--- src/hw/pci_master_pkg.sv ---
package pci_master_pkg;

   // Bus and data widths
   localparam int ADDR_W = 32;
   localparam int DATA_W = 32;

   // 32-word burst buffer
   localparam int FIFO_AW = 5;

   // Burst length 1 to 32 needs six bits
   localparam int LEN_W = 6;

   // Core status vector
   localparam int CSR_W = 40;
   localparam int CSR_MABORT = 39;
   localparam int CSR_TABORT = 38;

   typedef enum logic [2:0] {
      ST_IDLE  = 3'd0,
      ST_REQ   = 3'd1,
      ST_READ  = 3'd2,
      ST_WRITE = 3'd3,
      ST_DEAD  = 3'd4,
      ST_DISC  = 3'd5
   } master_state_e;

   // PCI bus commands driven on m_cbe in the address phase
   typedef enum logic [3:0] {
      CMD_MEM_READ  = 4'd6,
      CMD_MEM_WRITE = 4'd7
   } pci_cmd_e;

endpackage

--- src/hw/master_fsm.sv ---
`timescale 1ns/1ps

module master_fsm (
   input  logic                                CLK,
   input  logic                                reset,
   input  logic                                cmd_req,
   input  logic                                cmd_dir,
   input  logic                                m_data,
   input  logic                                m_data_vld,
   input  logic                                m_src_en,
   input  logic [pci_master_pkg::CSR_W-1:0]    csr,
   input  logic                                last_beat,
   output logic                                cmd_ack,
   output logic                                sts_fatal,
   output logic                                start,
   output logic                                dir,
   output pci_master_pkg::master_state_e       state,
   output logic                                data_fell,
   output logic                                bus_push,
   output logic                                bus_pop,
   output logic                                request,
   output logic                                m_ready
);

   pci_master_pkg::master_state_e state_nxt;
   logic m_data_q;
   logic abort;
   logic burst_full;
   logic in_data;

   assign abort = csr[pci_master_pkg::CSR_MABORT] | csr[pci_master_pkg::CSR_TABORT];
   assign in_data = (state == pci_master_pkg::ST_READ) || (state == pci_master_pkg::ST_WRITE);

   // Accept a new command only once the previous ack is gone
   assign start = (state == pci_master_pkg::ST_IDLE) && cmd_req && !cmd_ack;

   // Falling edge of m_data ends the data phase
   assign data_fell = m_data_q & ~m_data;

   // Beats beyond the programmed length never reach the FIFO
   assign bus_push = (state == pci_master_pkg::ST_READ) && m_data_vld && !burst_full;
   assign bus_pop = (state == pci_master_pkg::ST_WRITE) && m_src_en && !burst_full;

   always_comb begin
      state_nxt = state;
      case (state)
         pci_master_pkg::ST_IDLE: begin
            if (start)
               state_nxt = pci_master_pkg::ST_REQ;
         end
         pci_master_pkg::ST_REQ: begin
            state_nxt = dir ? pci_master_pkg::ST_WRITE : pci_master_pkg::ST_READ;
         end
         pci_master_pkg::ST_READ, pci_master_pkg::ST_WRITE: begin
            if (data_fell)
               state_nxt = sts_fatal ? pci_master_pkg::ST_DEAD : pci_master_pkg::ST_DISC;
         end
         pci_master_pkg::ST_DEAD, pci_master_pkg::ST_DISC: begin
            // Leave once the user has seen the ack and released the request
            if (cmd_ack && !cmd_req)
               state_nxt = pci_master_pkg::ST_IDLE;
         end
         default: state_nxt = pci_master_pkg::ST_IDLE;
      endcase
   end

   always_ff @(posedge CLK or posedge reset) begin
      if (reset) begin
         state <= pci_master_pkg::ST_IDLE;
         m_data_q <= 1'b0;
         request <= 1'b0;
         m_ready <= 1'b0;
         dir <= 1'b0;
      end else begin
         state <= state_nxt;
         m_data_q <= m_data;
         request <= start;
         m_ready <= 1'b1;
         if (start)
            dir <= cmd_dir;
      end
   end

   // Abort seen at any point of the data phase is sticky until the next command
   always_ff @(posedge CLK or posedge reset) begin
      if (reset)
         sts_fatal <= 1'b0;
      else if (start)
         sts_fatal <= 1'b0;
      else if (m_data && abort)
         sts_fatal <= 1'b1;
   end

   always_ff @(posedge CLK or posedge reset) begin
      if (reset)
         burst_full <= 1'b0;
      else if (start)
         burst_full <= 1'b0;
      else if (in_data && m_data_vld && last_beat)
         burst_full <= 1'b1;
   end

   always_ff @(posedge CLK or posedge reset) begin
      if (reset)
         cmd_ack <= 1'b0;
      else if (!cmd_req)
         cmd_ack <= 1'b0;
      else if (state == pci_master_pkg::ST_DEAD || state == pci_master_pkg::ST_DISC)
         cmd_ack <= 1'b1;
   end

   a_request_in_req: assert property (@(posedge CLK) disable iff (reset)
      request |-> state == pci_master_pkg::ST_REQ);

   a_push_pop_excl: assert property (@(posedge CLK) disable iff (reset)
      !(bus_push && bus_pop));

endmodule

--- src/hw/beat_counter.sv ---
`timescale 1ns/1ps

module beat_counter (
   input  logic                                CLK,
   input  logic                                reset,
   input  logic                                start,
   input  logic [pci_master_pkg::LEN_W-1:0]    cmd_len,
   input  logic                                m_data_vld,
   input  pci_master_pkg::master_state_e       state,
   output logic                                last_beat,
   output logic                                complete,
   output logic [pci_master_pkg::LEN_W-1:0]    sts_beats
);

   logic [pci_master_pkg::LEN_W-1:0] remaining;
   logic in_data;
   logic beat;

   assign in_data = (state == pci_master_pkg::ST_READ) || (state == pci_master_pkg::ST_WRITE);

   // A beat past the end of the burst is not counted
   assign beat = in_data && m_data_vld && (remaining != '0);

   always_ff @(posedge CLK or posedge reset) begin
      if (reset) begin
         remaining <= '0;
         sts_beats <= '0;
      end else if (start) begin
         remaining <= cmd_len;
         sts_beats <= '0;
      end else if (beat) begin
         remaining <= remaining - 1'b1;
         sts_beats <= sts_beats + 1'b1;
      end
   end

   assign last_beat = (remaining == 1);

   // Early warning to the core, high through the final beat
   assign complete = in_data && (remaining <= 1);

   a_no_underflow: assert property (@(posedge CLK) disable iff (reset)
      (in_data && m_data_vld) |-> remaining != '0);

endmodule

--- src/hw/data_fifo.sv ---
`timescale 1ns/1ps

module data_fifo (
   input  logic                                CLK,
   input  logic                                reset,
   input  logic                                wr_req,
   input  logic [pci_master_pkg::DATA_W-1:0]   wr_data,
   input  logic                                rd_req,
   input  logic                                bus_push,
   input  logic [pci_master_pkg::DATA_W-1:0]   bus_data,
   input  logic                                bus_pop,
   output logic                                wr_ack,
   output logic                                rd_ack,
   output logic [pci_master_pkg::DATA_W-1:0]   rd_data,
   output logic [pci_master_pkg::DATA_W-1:0]   head_data
);

   localparam int DEPTH = 1 << pci_master_pkg::FIFO_AW;

   logic [pci_master_pkg::DATA_W-1:0] mem [DEPTH];
   logic [pci_master_pkg::FIFO_AW-1:0] wptr;
   logic [pci_master_pkg::FIFO_AW-1:0] rptr;
   logic [pci_master_pkg::FIFO_AW:0] count;
   logic full;
   logic empty;
   logic user_wr;
   logic user_rd;
   logic push;
   logic pop;
   logic [pci_master_pkg::DATA_W-1:0] push_data;

   assign full = (count == DEPTH);
   assign empty = (count == '0);

   // Bus side wins; the user handshake simply waits a cycle
   assign user_wr = wr_req && !wr_ack && !full && !bus_push;
   assign user_rd = rd_req && !rd_ack && !empty && !bus_pop;

   assign push = bus_push || user_wr;
   assign pop = bus_pop || user_rd;
   assign push_data = bus_push ? bus_data : wr_data;

   assign head_data = mem[rptr];

   always_ff @(posedge CLK) begin
      if (push)
         mem[wptr] <= push_data;
   end

   always_ff @(posedge CLK or posedge reset) begin
      if (reset) begin
         wptr <= '0;
         rptr <= '0;
         count <= '0;
      end else begin
         if (push)
            wptr <= wptr + 1'b1;
         if (pop)
            rptr <= rptr + 1'b1;
         case ({push, pop})
            2'b10: count <= count + 1'b1;
            2'b01: count <= count - 1'b1;
            default: count <= count;
         endcase
      end
   end

   // Four-phase load port
   always_ff @(posedge CLK or posedge reset) begin
      if (reset)
         wr_ack <= 1'b0;
      else if (!wr_req)
         wr_ack <= 1'b0;
      else if (user_wr)
         wr_ack <= 1'b1;
   end

   // Four-phase drain port
   always_ff @(posedge CLK or posedge reset) begin
      if (reset)
         rd_ack <= 1'b0;
      else if (!rd_req)
         rd_ack <= 1'b0;
      else if (user_rd)
         rd_ack <= 1'b1;
   end

   // Word stays put until the next drain
   always_ff @(posedge CLK) begin
      if (user_rd)
         rd_data <= mem[rptr];
   end

   a_no_push_full: assert property (@(posedge CLK) disable iff (reset)
      !(bus_push && full));

   a_no_pop_empty: assert property (@(posedge CLK) disable iff (reset)
      !(bus_pop && empty));

endmodule

--- src/hw/bus_driver.sv ---
`timescale 1ns/1ps

module bus_driver (
   input  logic                                CLK,
   input  logic                                reset,
   input  logic                                start,
   input  logic [pci_master_pkg::ADDR_W-1:0]   cmd_addr,
   input  logic                                dir,
   input  pci_master_pkg::master_state_e       state,
   input  logic                                m_addr_n,
   input  logic                                m_data,
   input  logic                                m_data_vld,
   input  logic [pci_master_pkg::DATA_W-1:0]   head_data,
   output logic [pci_master_pkg::DATA_W-1:0]   adio_in,
   output logic [$bits(pci_master_pkg::pci_cmd_e)-1:0] m_cbe,
   output logic                                m_wrdn
);

   // Word address, the low two bits are always zero on the bus
   logic [pci_master_pkg::ADDR_W-1:2] address;
   pci_master_pkg::pci_cmd_e command;
   logic in_data;
   logic drive_wdata;

   assign in_data = (state == pci_master_pkg::ST_READ) || (state == pci_master_pkg::ST_WRITE);
   assign drive_wdata = (state == pci_master_pkg::ST_WRITE) && m_data;

   always_ff @(posedge CLK or posedge reset) begin
      if (reset)
         address <= '0;
      else if (start)
         address <= cmd_addr[pci_master_pkg::ADDR_W-1:2];
      else if (in_data && m_data_vld)
         address <= address + 1'b1;
   end

   assign command = dir ? pci_master_pkg::CMD_MEM_WRITE : pci_master_pkg::CMD_MEM_READ;

   // All byte lanes enabled in the data phase
   assign m_cbe = !m_addr_n ? command : '0;
   assign m_wrdn = dir;

   always_comb begin
      if (!m_addr_n)
         adio_in = {address, 2'b00};
      else if (drive_wdata)
         adio_in = head_data;
      else
         adio_in = '0;
   end

endmodule

--- src/hw/pci_master.sv ---
`timescale 1ns/1ps

module pci_master (
   input  logic                                CLK,
   input  logic                                reset,
   input  logic                                cmd_req,
   input  logic                                cmd_dir,
   input  logic [pci_master_pkg::ADDR_W-1:0]   cmd_addr,
   input  logic [pci_master_pkg::LEN_W-1:0]    cmd_len,
   output logic                                cmd_ack,
   output logic                                sts_fatal,
   output logic [pci_master_pkg::LEN_W-1:0]    sts_beats,
   input  logic                                wr_req,
   input  logic [pci_master_pkg::DATA_W-1:0]   wr_data,
   output logic                                wr_ack,
   input  logic                                rd_req,
   output logic                                rd_ack,
   output logic [pci_master_pkg::DATA_W-1:0]   rd_data,
   input  logic [pci_master_pkg::DATA_W-1:0]   adio_out,
   input  logic                                m_data,
   input  logic                                m_data_vld,
   input  logic                                m_addr_n,
   input  logic                                m_src_en,
   input  logic [pci_master_pkg::CSR_W-1:0]    csr,
   output logic [pci_master_pkg::DATA_W-1:0]   adio_in,
   output logic [$bits(pci_master_pkg::pci_cmd_e)-1:0] m_cbe,
   output logic                                m_wrdn,
   output logic                                request,
   output logic                                complete,
   output logic                                m_ready
);

   logic start;
   logic dir;
   pci_master_pkg::master_state_e state;
   logic last_beat;
   logic bus_push;
   logic bus_pop;
   logic [pci_master_pkg::DATA_W-1:0] head_data;

   master_fsm master_fsm_inst (
      .CLK        (CLK),
      .reset      (reset),
      .cmd_req    (cmd_req),
      .cmd_dir    (cmd_dir),
      .m_data     (m_data),
      .m_data_vld (m_data_vld),
      .m_src_en   (m_src_en),
      .csr        (csr),
      .last_beat  (last_beat),
      .cmd_ack    (cmd_ack),
      .sts_fatal  (sts_fatal),
      .start      (start),
      .dir        (dir),
      .state      (state),
      .data_fell  (),
      .bus_push   (bus_push),
      .bus_pop    (bus_pop),
      .request    (request),
      .m_ready    (m_ready)
   );

   beat_counter beat_counter_inst (
      .CLK        (CLK),
      .reset      (reset),
      .start      (start),
      .cmd_len    (cmd_len),
      .m_data_vld (m_data_vld),
      .state      (state),
      .last_beat  (last_beat),
      .complete   (complete),
      .sts_beats  (sts_beats)
   );

   // Read data comes straight off the core's adio_out
   data_fifo data_fifo_inst (
      .CLK        (CLK),
      .reset      (reset),
      .wr_req     (wr_req),
      .wr_data    (wr_data),
      .rd_req     (rd_req),
      .bus_push   (bus_push),
      .bus_data   (adio_out),
      .bus_pop    (bus_pop),
      .wr_ack     (wr_ack),
      .rd_ack     (rd_ack),
      .rd_data    (rd_data),
      .head_data  (head_data)
   );

   bus_driver bus_driver_inst (
      .CLK        (CLK),
      .reset      (reset),
      .start      (start),
      .cmd_addr   (cmd_addr),
      .dir        (dir),
      .state      (state),
      .m_addr_n   (m_addr_n),
      .m_data     (m_data),
      .m_data_vld (m_data_vld),
      .head_data  (head_data),
      .adio_in    (adio_in),
      .m_cbe      (m_cbe),
      .m_wrdn     (m_wrdn)
   );

endmodule

--- config.mk ---
export PLATFORM = sky130hd
export DESIGN_NAME = pci_master
export DESIGN_NICKNAME = d
export VERILOG_FILES = /design/src/hw/pci_master_pkg.sv /design/src/hw/master_fsm.sv /design/src/hw/beat_counter.sv /design/src/hw/data_fifo.sv /design/src/hw/bus_driver.sv /design/src/hw/pci_master.sv
export SDC_FILE = /design/constraint.sdc
export NUM_CORES = 1
export LEC_CHECK = 0
export BUFFER_PORTS_ARGS = -buffer_cell sky130_fd_sc_hd__clkbuf_2
export CAP_MARGIN = 30
export CORE_MARGIN = 5
export CORE_UTILIZATION = 60
export CTS_BUF_LIST = sky130_fd_sc_hd__clkbuf_8
export DETAILED_ROUTE_END_ITERATION = 12
export PLACE_DENSITY_LB_ADDON = 0.2
export SYNTH_ARGS = -nofsm -noshare
export SYNTH_HDL_FRONTEND = slang
export SYNTH_SLANG_ARGS = --single-unit
--- constraint.sdc ---
create_clock -name CLK -period 9.45 [get_ports CLK]
set_input_delay 1.89 -clock CLK [delete_from_list [all_inputs] [get_ports CLK]]
set_output_delay 1.89 -clock CLK [all_outputs]
set_load 0.02 [all_outputs]
[Yosys cells after proc, flatten, opt, wreduce, memory -nomap -nowiden]
Memories as Yosys holds them, arrays and structs flattened.
Index checks and enable logic that the tools add are counted.
W data, S select, Z words.
Storage, ports and cells
  bits of input ports: 152
  memories: 1
  register bits after elaboration: 102
  output and inout bits: 82
  RAM bits: 1024
  word-level logic and storage cells: 117
Memory list
  data_fifo_inst.mem: words 32, width 32, read ports 1, clocked after memory_dff 0, wr ports 1, RTL line data_fifo.sv:20  | logic [pci_master_pkg::DATA_W-1:0] mem [DEPTH];
Operators by class
  bitwise operators: 3
  add/sub/neg operators: 7
  equality and inequality tests: 15
  muxes and demuxes: 30
  reductions and logical operators: 43
  magnitude comparators: 1
Operators with widths (count)
  $mux W32: 3
  $mux W30: 2
  $add A30 B1 Y30 const B: 1
  $mux W6: 4
  $logic_and A1 B1 Y1: 19
  $mux W1: 15
  $add A6 B1 Y6 const B: 2
  $ne A2 B1 Y1 const B: 6
  $pmux W3 S4: 1
  $pmux W6 S2: 1
  $sub A6 B1 Y6 const B: 2
  $add A5 B1 Y5 const B: 2
  $reduce_bool A2 Y1: 5
  $logic_not A1 Y1: 9
  $mux W3: 3
  $eq A3 B2 Y1 const B: 2
  $eq A3 B3 Y1 const B: 2
  $eq A6 B1 Y1 const B: 1
  $eq A6 B6 Y1 const B: 1
  $le A6 B1 Y1 const B: 1
  $logic_not A6 Y1: 1
  $reduce_bool A6 Y1: 1
  $logic_or A1 B1 Y1: 4
  $mux W4: 1
  other kinds (9): 10

[Longest topological paths before layout]
Gate-level depths: netlist of run 1.
  depth in word-level cells: 8
  gate-level depth with buffers: 14
  depth with buffers taken out: 12

[Modules after synthesis]
A second synthesis of run 1 with hierarchy kept.
Unflattened totals
  cell total of the unflattened synthesis: 2245
  area total of the unflattened synthesis: 44539.0 sq um
By module, submodules not included
  data_fifo: sequential area each 32160.8 sq um, area an instance 41267.1 sq um, instances 1, cells an instance 1881
  bus_driver: sequential area each 750.7 sq um, area an instance 2077.0 sq um, instances 1, cells an instance 246
  beat_counter: sequential area each 300.3 sq um, area an instance 733.2 sq um, instances 1, cells an instance 76
  master_fsm: sequential area each 250.2 sq um, area an instance 461.7 sq um, instances 1, cells an instance 42

[Worst setup path before layout of run 1]
No wires, ideal clock.
  path type: input port to output port
  start: input port m_data
  end: output port adio_in[0] in the netlist's numbering
  cell stages on the path: 4
  data required time: 7.560 ns
  arrival time: 2.914 ns
  path slack: 4.646 ns
  buffers on the path: 1
  path through: and2_1 > buf_1 > nand3_1 > nor3_1
On the way
  longest elaborated chain between the ends: 3
RTL lines
  from (decl): RTL line pci_master.sv:20  | input logic m_data,
  $logic_and A1 B1 Y1: RTL line bus_driver.sv:26  | assign drive_wdata = (state == pci_master_pkg::ST_WRITE) && m_data;
  $mux W32: RTL line bus_driver.sv:46  | else if (drive_wdata)
  $mux W32: RTL line bus_driver.sv:44  | if (!m_addr_n)
  to (decl): RTL line pci_master.sv:25  | output logic [pci_master_pkg::DATA_W-1:0] adio_in,
No other way between the ends.

[Worst setup path after layout of run 1]
  start: register data_fifo_inst.rptr[2] in the netlist's numbering
  end: output port adio_in[18] in the netlist's numbering
On the way
  longest elaborated chain between the ends: 3
RTL lines
  from (decl): RTL line data_fifo.sv:22  | logic [pci_master_pkg::FIFO_AW-1:0] rptr;
  from (signal assigned): RTL line data_fifo.sv:59  | rptr <= rptr + 1'b1;
  $mem_v2 Z32 W32
  net bus_driver_inst.head_data, one bit: RTL line bus_driver.sv:13  | input logic [pci_master_pkg::DATA_W-1:0] head_data,
  $mux W32: RTL line bus_driver.sv:46
  $mux W32: RTL line bus_driver.sv:44
The timed path passes the listed nets, and every way through them passes these cells.

==> results of run 1 <==
power by group through the flow:
stage / Sequential, uW / Clock (uW) / Combinational [uW]
2_1_floorplan: 6530 / 0 / 3220
3_3_place_gp: 6640 / 0 / 4520
3_5_place_dp: 6670 / 0 / 4640
4_1_cts: 6570 / 3680 / 4650
5_1_grt: 6620 / 3920 / 4970
6_report: 6580 / 3620 / 4690
kinds of logic after synthesis:
kind of cell               Yosys count
other                                2
adders and majority gates           15
and+or+nand+nor                    320
muxes                              359
xor gates and xnor gates            49
buffers and inverters              173
DFF                               1126
AOI/OAI and AO/OA                  276
worst max-delay path by stage:
stage	slack (ps)	from	to
6_report	2570	data_fifo_inst.rptr[2]$_DFFE_PP0P_	adio_in[18]
4_1_cts	2570	data_fifo_inst.rptr[2]$_DFFE_PP0P_	adio_in[18]
3_5_place_dp	3030	m_addr_n	adio_in[14]
3_3_place_gp	3100	m_addr_n	adio_in[3]
5_1_grt	2400	data_fifo_inst.rptr[2]$_DFFE_PP0P_	adio_in[20]
2_1_floorplan	4650	m_data	adio_in[0]
per-layer routing:
layer / part of all wire [%] / up-vias
met2: 49 / 1387
li1: - / 10035
met3: 11 / 213
met4: 3.2 / 0
met5: 0 / -
met1: 37 / 12383
placed cells by master (no fill, tap or decap), drive strengths merged, types with 11 or more instances in the layout:
| master | count |
|---|---|
| a41oi | 17 |
| o22ai | 13 |
| dfrtp | 70 |
| clkinv | 47 |
| o21ai | 42 |
| nor2b | 32 |
| ha | 14 |
| a211oi | 25 |
| a41o | 30 |
| mux4 | 196 |
| nor3 | 13 |
| nand2 | 127 |
| nand3 | 18 |
| a22oi | 37 |
| a21oi | 31 |
| nor2 | 65 |
| o221ai | 23 |
| xnor2 | 37 |
| nand4 | 11 |
| inv | 100 |
| a22o | 28 |
| clkbuf | 370 |
| buf | 65 |
| nor4 | 11 |
| mux2i | 71 |
| edfxtp | 1056 |
| mux2 | 92 |
| xor2 | 12 |
synth_stat cells (30+ instances only):
cell type  number
dfrtp_1        70
mux2i_1        71
mux4_2        196
xnor2_1        37
nor2b_1        32
a21oi_1        31
inv_1          33
a22oi_1        37
nor2_1         65
a41o_1         30
edfxtp_1     1056
nand2_1       127
o21ai_0        39
clkbuf_1       66
mux2_2         92
state kept, by name, indices dropped and copies added, names as in the netlist:
signal,count
data_fifo_inst.count,6
data_fifo_inst.wptr,5
master_fsm_inst.sts_fatal,1
data_fifo_inst.rptr,5
data_fifo_inst.rd_ack,1
master_fsm_inst.cmd_ack,1
bus_driver_inst.address,30
master_fsm_inst.dir,1
master_fsm_inst.state,3
master_fsm_inst.m_ready,1
beat_counter_inst.sts_beats,6
beat_counter_inst.remaining,6
master_fsm_inst.burst_full,1
data_fifo_inst.wr_ack,1
data_fifo_inst.rd_data,32
data_fifo_inst.mem,1024
master_fsm_inst.m_data_q,1
master_fsm_inst.request,1
cell type report:
class,instances,share of cell area [%]
flip-flops and latches,1126,66.7
multi-input cells,1021,21.4
clock buffers,178,4.88
repair buffers,257,3.05
well taps,969,2.42
clock inverters,124,1.24
inverters,33,0.247
diodes,1,0.00499
per-stage QoR:
step	total power (uW)	hold slack, ps
2_1_floorplan	9750	481
3_3_place_gp	11200	496
3_5_place_dp	11300	514
4_1_cts	14900	529
5_1_grt	15500	550
6_report	14900	533
critical path, stage by stage (launching register included):
cell,delay (ps)
dfrtp_4,980
buf_4,800
nand2_1,160
nor2_1,390
buf_4,400
a21oi_1,110
a41oi_1,800
a41o_1,300
clkbuf_2,180
==> metrics, run 1 <==
outcome=complete, no violations; DR vias/cell=6.48; Worst VDD drop=0.000223 V; met3 Track Usage GR=7.36%; Clock power frac=24.3%; non-filler cells, final=3709; number of clock sinks=1126; Final min period=6880 ps; Num CTS Buffers=171; mux cell area share after synthesis=13.7%; sequential share of power=44.2%; root buf cell=clkbuf_8; sw frac=34.0%; met1 usage=37.1%; GPL Wtd Cong=0.909; Seq/Total Area, Yosys=74.7%; drc violations=0; CTS clk-pin slew, worst paths=50 ps; unrepaired setup endpoints after global routing=false; die area=80300 sq um; number of synthesis warnings=0; Final Skew=27.3 ps; Max Freq=145 MHz; syn_nets=2487; FF-to-FF path depth=7; first-pass GRT wire length=161000 um; multi-input logic area=10700 sq um; MaxCap Viol Count=0; post-synthesis async set-or-reset flop share=6.22%; Hold Buf Count CTS=0; Seq. cell area=33500 sq um; most used routing layer in global routing=met2; Pwr per Cell Area=297 nW/um^2; Gate power share=31.5%; Post-Place Cells=3403; Worst Tran Pin Value=1060 ps; die width=283 um; #FFs+latches synth=1126; via count=24.0k; Primary FF master, synth=edfxtp_1; crit path DAT=4990 ps; met2 Track Usage GR=44.5%; clk buf depth=3; placed cell areas=47000 sq um; Post-Syn Area per Cell=19.3 sq um; GRT Util Overall=27.5%; TritonCTS clock tree=built; CP Class=reg -> out; dpl hpwl=61200 um; area leader, netlist=edfxtp_1; xor and xnor fraction of the mapped netlist area=0.957%; dpl ws=3030 ps; WHS Path Cells=1; Setup-failing EPs final=0; # fillers=4761; Synth top area share=70.7%; number of buffers added on ports=192; NetSw=5060 uW; nets@finish=2777; cells after synthesis=2320; starting density of the core=60.3%; IO Pins=234; Post-synth EDFFs=1056; Area Growth Syn to Fin=11.9%; RR Endpoint=data_fifo_inst.mem[7][11]$_DFFE_PP_; Synth Area in Adders=0.435%; Initial DRC Count=2529; hold endpoint=data_fifo_inst.count[0]$_DFFE_PP0P_; Crit path required time=7560 ps; drt total wl=111000 um; share of layout cells above drive strength 1=29.8%; Routed Antenna Nets=0; H-tree depth=4; CP Launch Type=flip-flop; vias in the first global route=24.4k; Hold Crit Class=reg -> reg; crit-path max FO=52; Layout Utilization=67.5%; R2R setup slack=4850 ps; initial antenna violation count=1; wire length per cell=29.8 um; Post-Syn Area=44800 sq um; Post-CTS Resized=0; CP endpoint kind=output pin; FP Rows=100; Max Slew Vio Count=0; Unique masters post-synth=65; Pleak=0.0169 uW; final worst slack=2570 ps; Final Cycle Share=72.8%; TNS Setup=0 ps; largest net degree at the start of global routing=98; slew margin rel.=29.4%; clk_lat worst skew=810 ps; Post-Layout Inst Area=50200 sq um; Die Y=283 um; Post-CTS Setup Inserts=0; Area contributors post-synth=edfxtp_1, mux4_2, dfrtp_1; Core Area=74300 sq um; drt first pass iters=7; Hold Crit Start=data_fifo_inst.count[0]$_DFFE_PP0P_; simple-gate share of the synthesized area=3.43%; Final Hold Viols=0; largest family of logic cells by synthesized area=multiplexers; internal power=9830 uW; reg2reg start=master_fsm_inst.state[0]$_DFFE_PP0P_; grt total ovfl=0; Synth Area in Compound Gates=4.75%
No activity file was read; power rests on OpenSTA's default activity.
==> run 2: changes to the inputs <==
--- a/config.mk
+++ b/config.mk
@@ -8,7 +8,7 @@
 export BUFFER_PORTS_ARGS = -buffer_cell sky130_fd_sc_hd__clkbuf_2
 export CAP_MARGIN = 30
 export CORE_MARGIN = 5
-export CORE_UTILIZATION = 60
+export CORE_UTILIZATION = 57
 export CTS_BUF_LIST = sky130_fd_sc_hd__clkbuf_8
 export DETAILED_ROUTE_END_ITERATION = 12
 export PLACE_DENSITY_LB_ADDON = 0.2
==> constraint.sdc (replaced) <==
create_clock -name CLK -period 6.29 [get_ports CLK]
set_input_delay 1.258 -clock CLK [delete_from_list [all_inputs] [get_ports CLK]]
set_output_delay 1.258 -clock CLK [all_outputs]
set_load 0.02 [all_outputs]
==> run 2 against run 1 <==
Against the previous run:
- count of clock-buffer cells in the layout stayed put
- sequential power is 51% higher
- cell area is 1.2% higher
- largest power group unchanged
==> metrics, run 2 (same netlist as run 1, synthesis figures left out) <==
Final Hold Slack=341 ps (-191 ps); Max Freq=175 MHz; via count=24.2k (+0.82%); reg2reg start=master_fsm_inst.state[1]$_DFFE_PP0P_; Final min period=5710 ps; most frequent cells in the layout=edfxtp_1, mux4_2, clkbuf_2; dpl hpwl=66300 um (+8.4%); H-tree depth=4 (unchanged); CP Class=reg -> out; drt total wl=112000 um (+0.84%); crit-path max FO=51 (-1.9%); Final Cycle Share=90.8%; Post-CTS Resized=0 (unchanged); Worst VDD drop=0.000269 V (+20%); RR Endpoint=data_fifo_inst.mem[20][18]$_DFFE_PP_; Cell Chain, Critical Path=buf_4 -> mux4_2 -> a22oi_1 -> and4_1 -> a31oi_1 -> a41o_1 -> clkbuf_2; Max Slew Vio Count=0 (unchanged); starting density of the core=57.7% (-2.6 points); crit path DAT=4460 ps (-530 ps); Setup-failing EPs final=0 (unchanged); TNS Setup=0 ps (unchanged); slew margin rel.=31.1% (+1.7 points); unrepaired setup endpoints after global routing=false; FF-to-FF path depth=6 (-1); Hold Buf Count CTS=0 (unchanged); grt total ovfl=0 (unchanged); GRT Util Overall=26.2% (-1.3 points); wire length per cell=29.3 um (-1.7%); drc violations=0 (unchanged); CP endpoint kind=output pin; R2R setup slack=2770 ps (-2080 ps); commonest non-fill, non-tap cell in the layout=edfxtp_1; largest net degree at the start of global routing=71 (-28%); Routed Antenna Nets=0 (unchanged); clk_lat worst skew=840 ps (+30 ps); Die Y=290 um (+2.5%); Regs by FF count=data_fifo_inst.mem (1024), data_fifo_inst.rd_data (32), bus_driver_inst.address (30); die width=290 um (+2.5%); register bank with the most flops=data_fifo_inst.mem; outcome=complete, no violations; Area Growth Syn to Fin=13.2%; crit path to=adio_in[27]; Critical Path Source=data_fifo_inst.rptr[2]$_DFFE_PP0P_; Pleak=0.0172 uW (+1.4%); crit path buf inv count=2 (-1); GPL Wtd Cong=0.880 (-3.1%); FP Rows=102 (+2.0%); number of buffers added on ports=192 (unchanged); cell family with most CP delay=compound AO/OA/AOI/OAI gates; Crit path required time=5030 ps (-2530 ps); Worst Tran Pin Value=1030 ps (-28.1 ps); Post-CTS Setup Inserts=0 (unchanged); die area=84300 sq um (+5.1%); CTS clk-pin slew, worst paths=60 ps (about the same); Post-Place Cells=3490 (+2.6%); vias in the first global route=24.7k (+0.92%); Core Area=77700 sq um (+4.6%); Worst path depth=7 (-1); number of clock sinks=1126 (unchanged); Num CTS Buffers=174 (+1.8%); IO Pins=234 (unchanged); max reg flops=1024 (unchanged); CP Launch Type=flip-flop; DR vias/cell=6.37 (-1.7%); Worst path slowest cell=dfrtp_4; initial antenna violation count=1 (unchanged); Hold Crit Class=in -> async; Final Hold Viols=0 (unchanged); drt first pass iters=7 (unchanged); Pwr per Cell Area=447 nW/um^2 (+51%); TritonCTS clock tree=built; non-filler cells, final=3804 (+2.6%); nets@finish=2794 (+0.61%); Final Skew=45.7 ps (+18.5 ps); root buf cell=clkbuf_8; share of layout cells above drive strength 1=30.6% (+0.87 points); MaxCap Viol Count=0 (unchanged); placed cell areas=47400 sq um (+0.88%); first-pass GRT wire length=162000 um (+0.82%); clk buf depth=3 (unchanged); Max stage delay on crit path=990 ps (about the same); Post-Layout Inst Area=50700 sq um (+1.2%); Initial DRC Count=2408 (-4.8%)
[run 2: power by group]
part	leakage [uW]	internal (uW)	switching, uW
registers	0.0104	9300	626
clock network	0.00188	2940	2800
logic	0.00491	2770	4270
total	0.0172	15000	7700
[run 2: layout make-up]
class,count,area [sq um]
flip-flops and latches,1126,33500
fillers,5062,27000
multi-input cells,1021,10700
clock buffers,178,2450
repair buffers,271,1840
well taps,1040,1300
clock inverters,133,816
inverters,33,124
diodes,2,5.00
[run 2: worst register-to-register path, delay by kind of cell, from the launching register on]
kind	cells	cell delay, ps
DFF	1	550
AOI/OAI and AO/OA	1	240
and+or+nand+nor	4	1870
buffers and inverters	1	480
[run 2: per-layer routing]
metal	wire length, um	track usage (%)	part of all wire, %
met5	0	0	0
met4	2820	8.03	2.5
met3	10900	6.04	9.8
met2	53700	41.8	48
met1	44100	36.9	40
[run 2: worst min path at each step]
| stage | startpoint | to | slack (ps) | depth (start not counted) |
|---|---|---|---|---|
| floorplan | data_fifo_inst.count[2]$_DFFE_PP0P_ | data_fifo_inst.count[2]$_DFFE_PP0P_ | 480 | 2 |
| detailed placement | data_fifo_inst.count[3]$_DFFE_PP0P_ | data_fifo_inst.count[3]$_DFFE_PP0P_ | 510 | 2 |
| CTS | data_fifo_inst.count[3]$_DFFE_PP0P_ | data_fifo_inst.count[3]$_DFFE_PP0P_ | 520 | 2 |
| global route | reset | beat_counter_inst.sts_beats[5]$_DFFE_PP0P_ | 290 | 3 |
| global placement | data_fifo_inst.rd_ack$_DFFE_PP0P_ | data_fifo_inst.rd_ack$_DFFE_PP0P_ | 500 | 1 |
| finish | reset | beat_counter_inst.sts_beats[5]$_DFFE_PP0P_ | 340 | 3 |
[run 2: stage by stage]
step                      worst slack, ps  power [uW]  util [%]
after floorplan                      2240       14700         -
after global placement               1490       16900      60.7
after detailed placement             1420       17100      61.0
after CTS                             568       22800      65.3
after global routing                  334       23700      65.3
final                                 577       22700      65.3
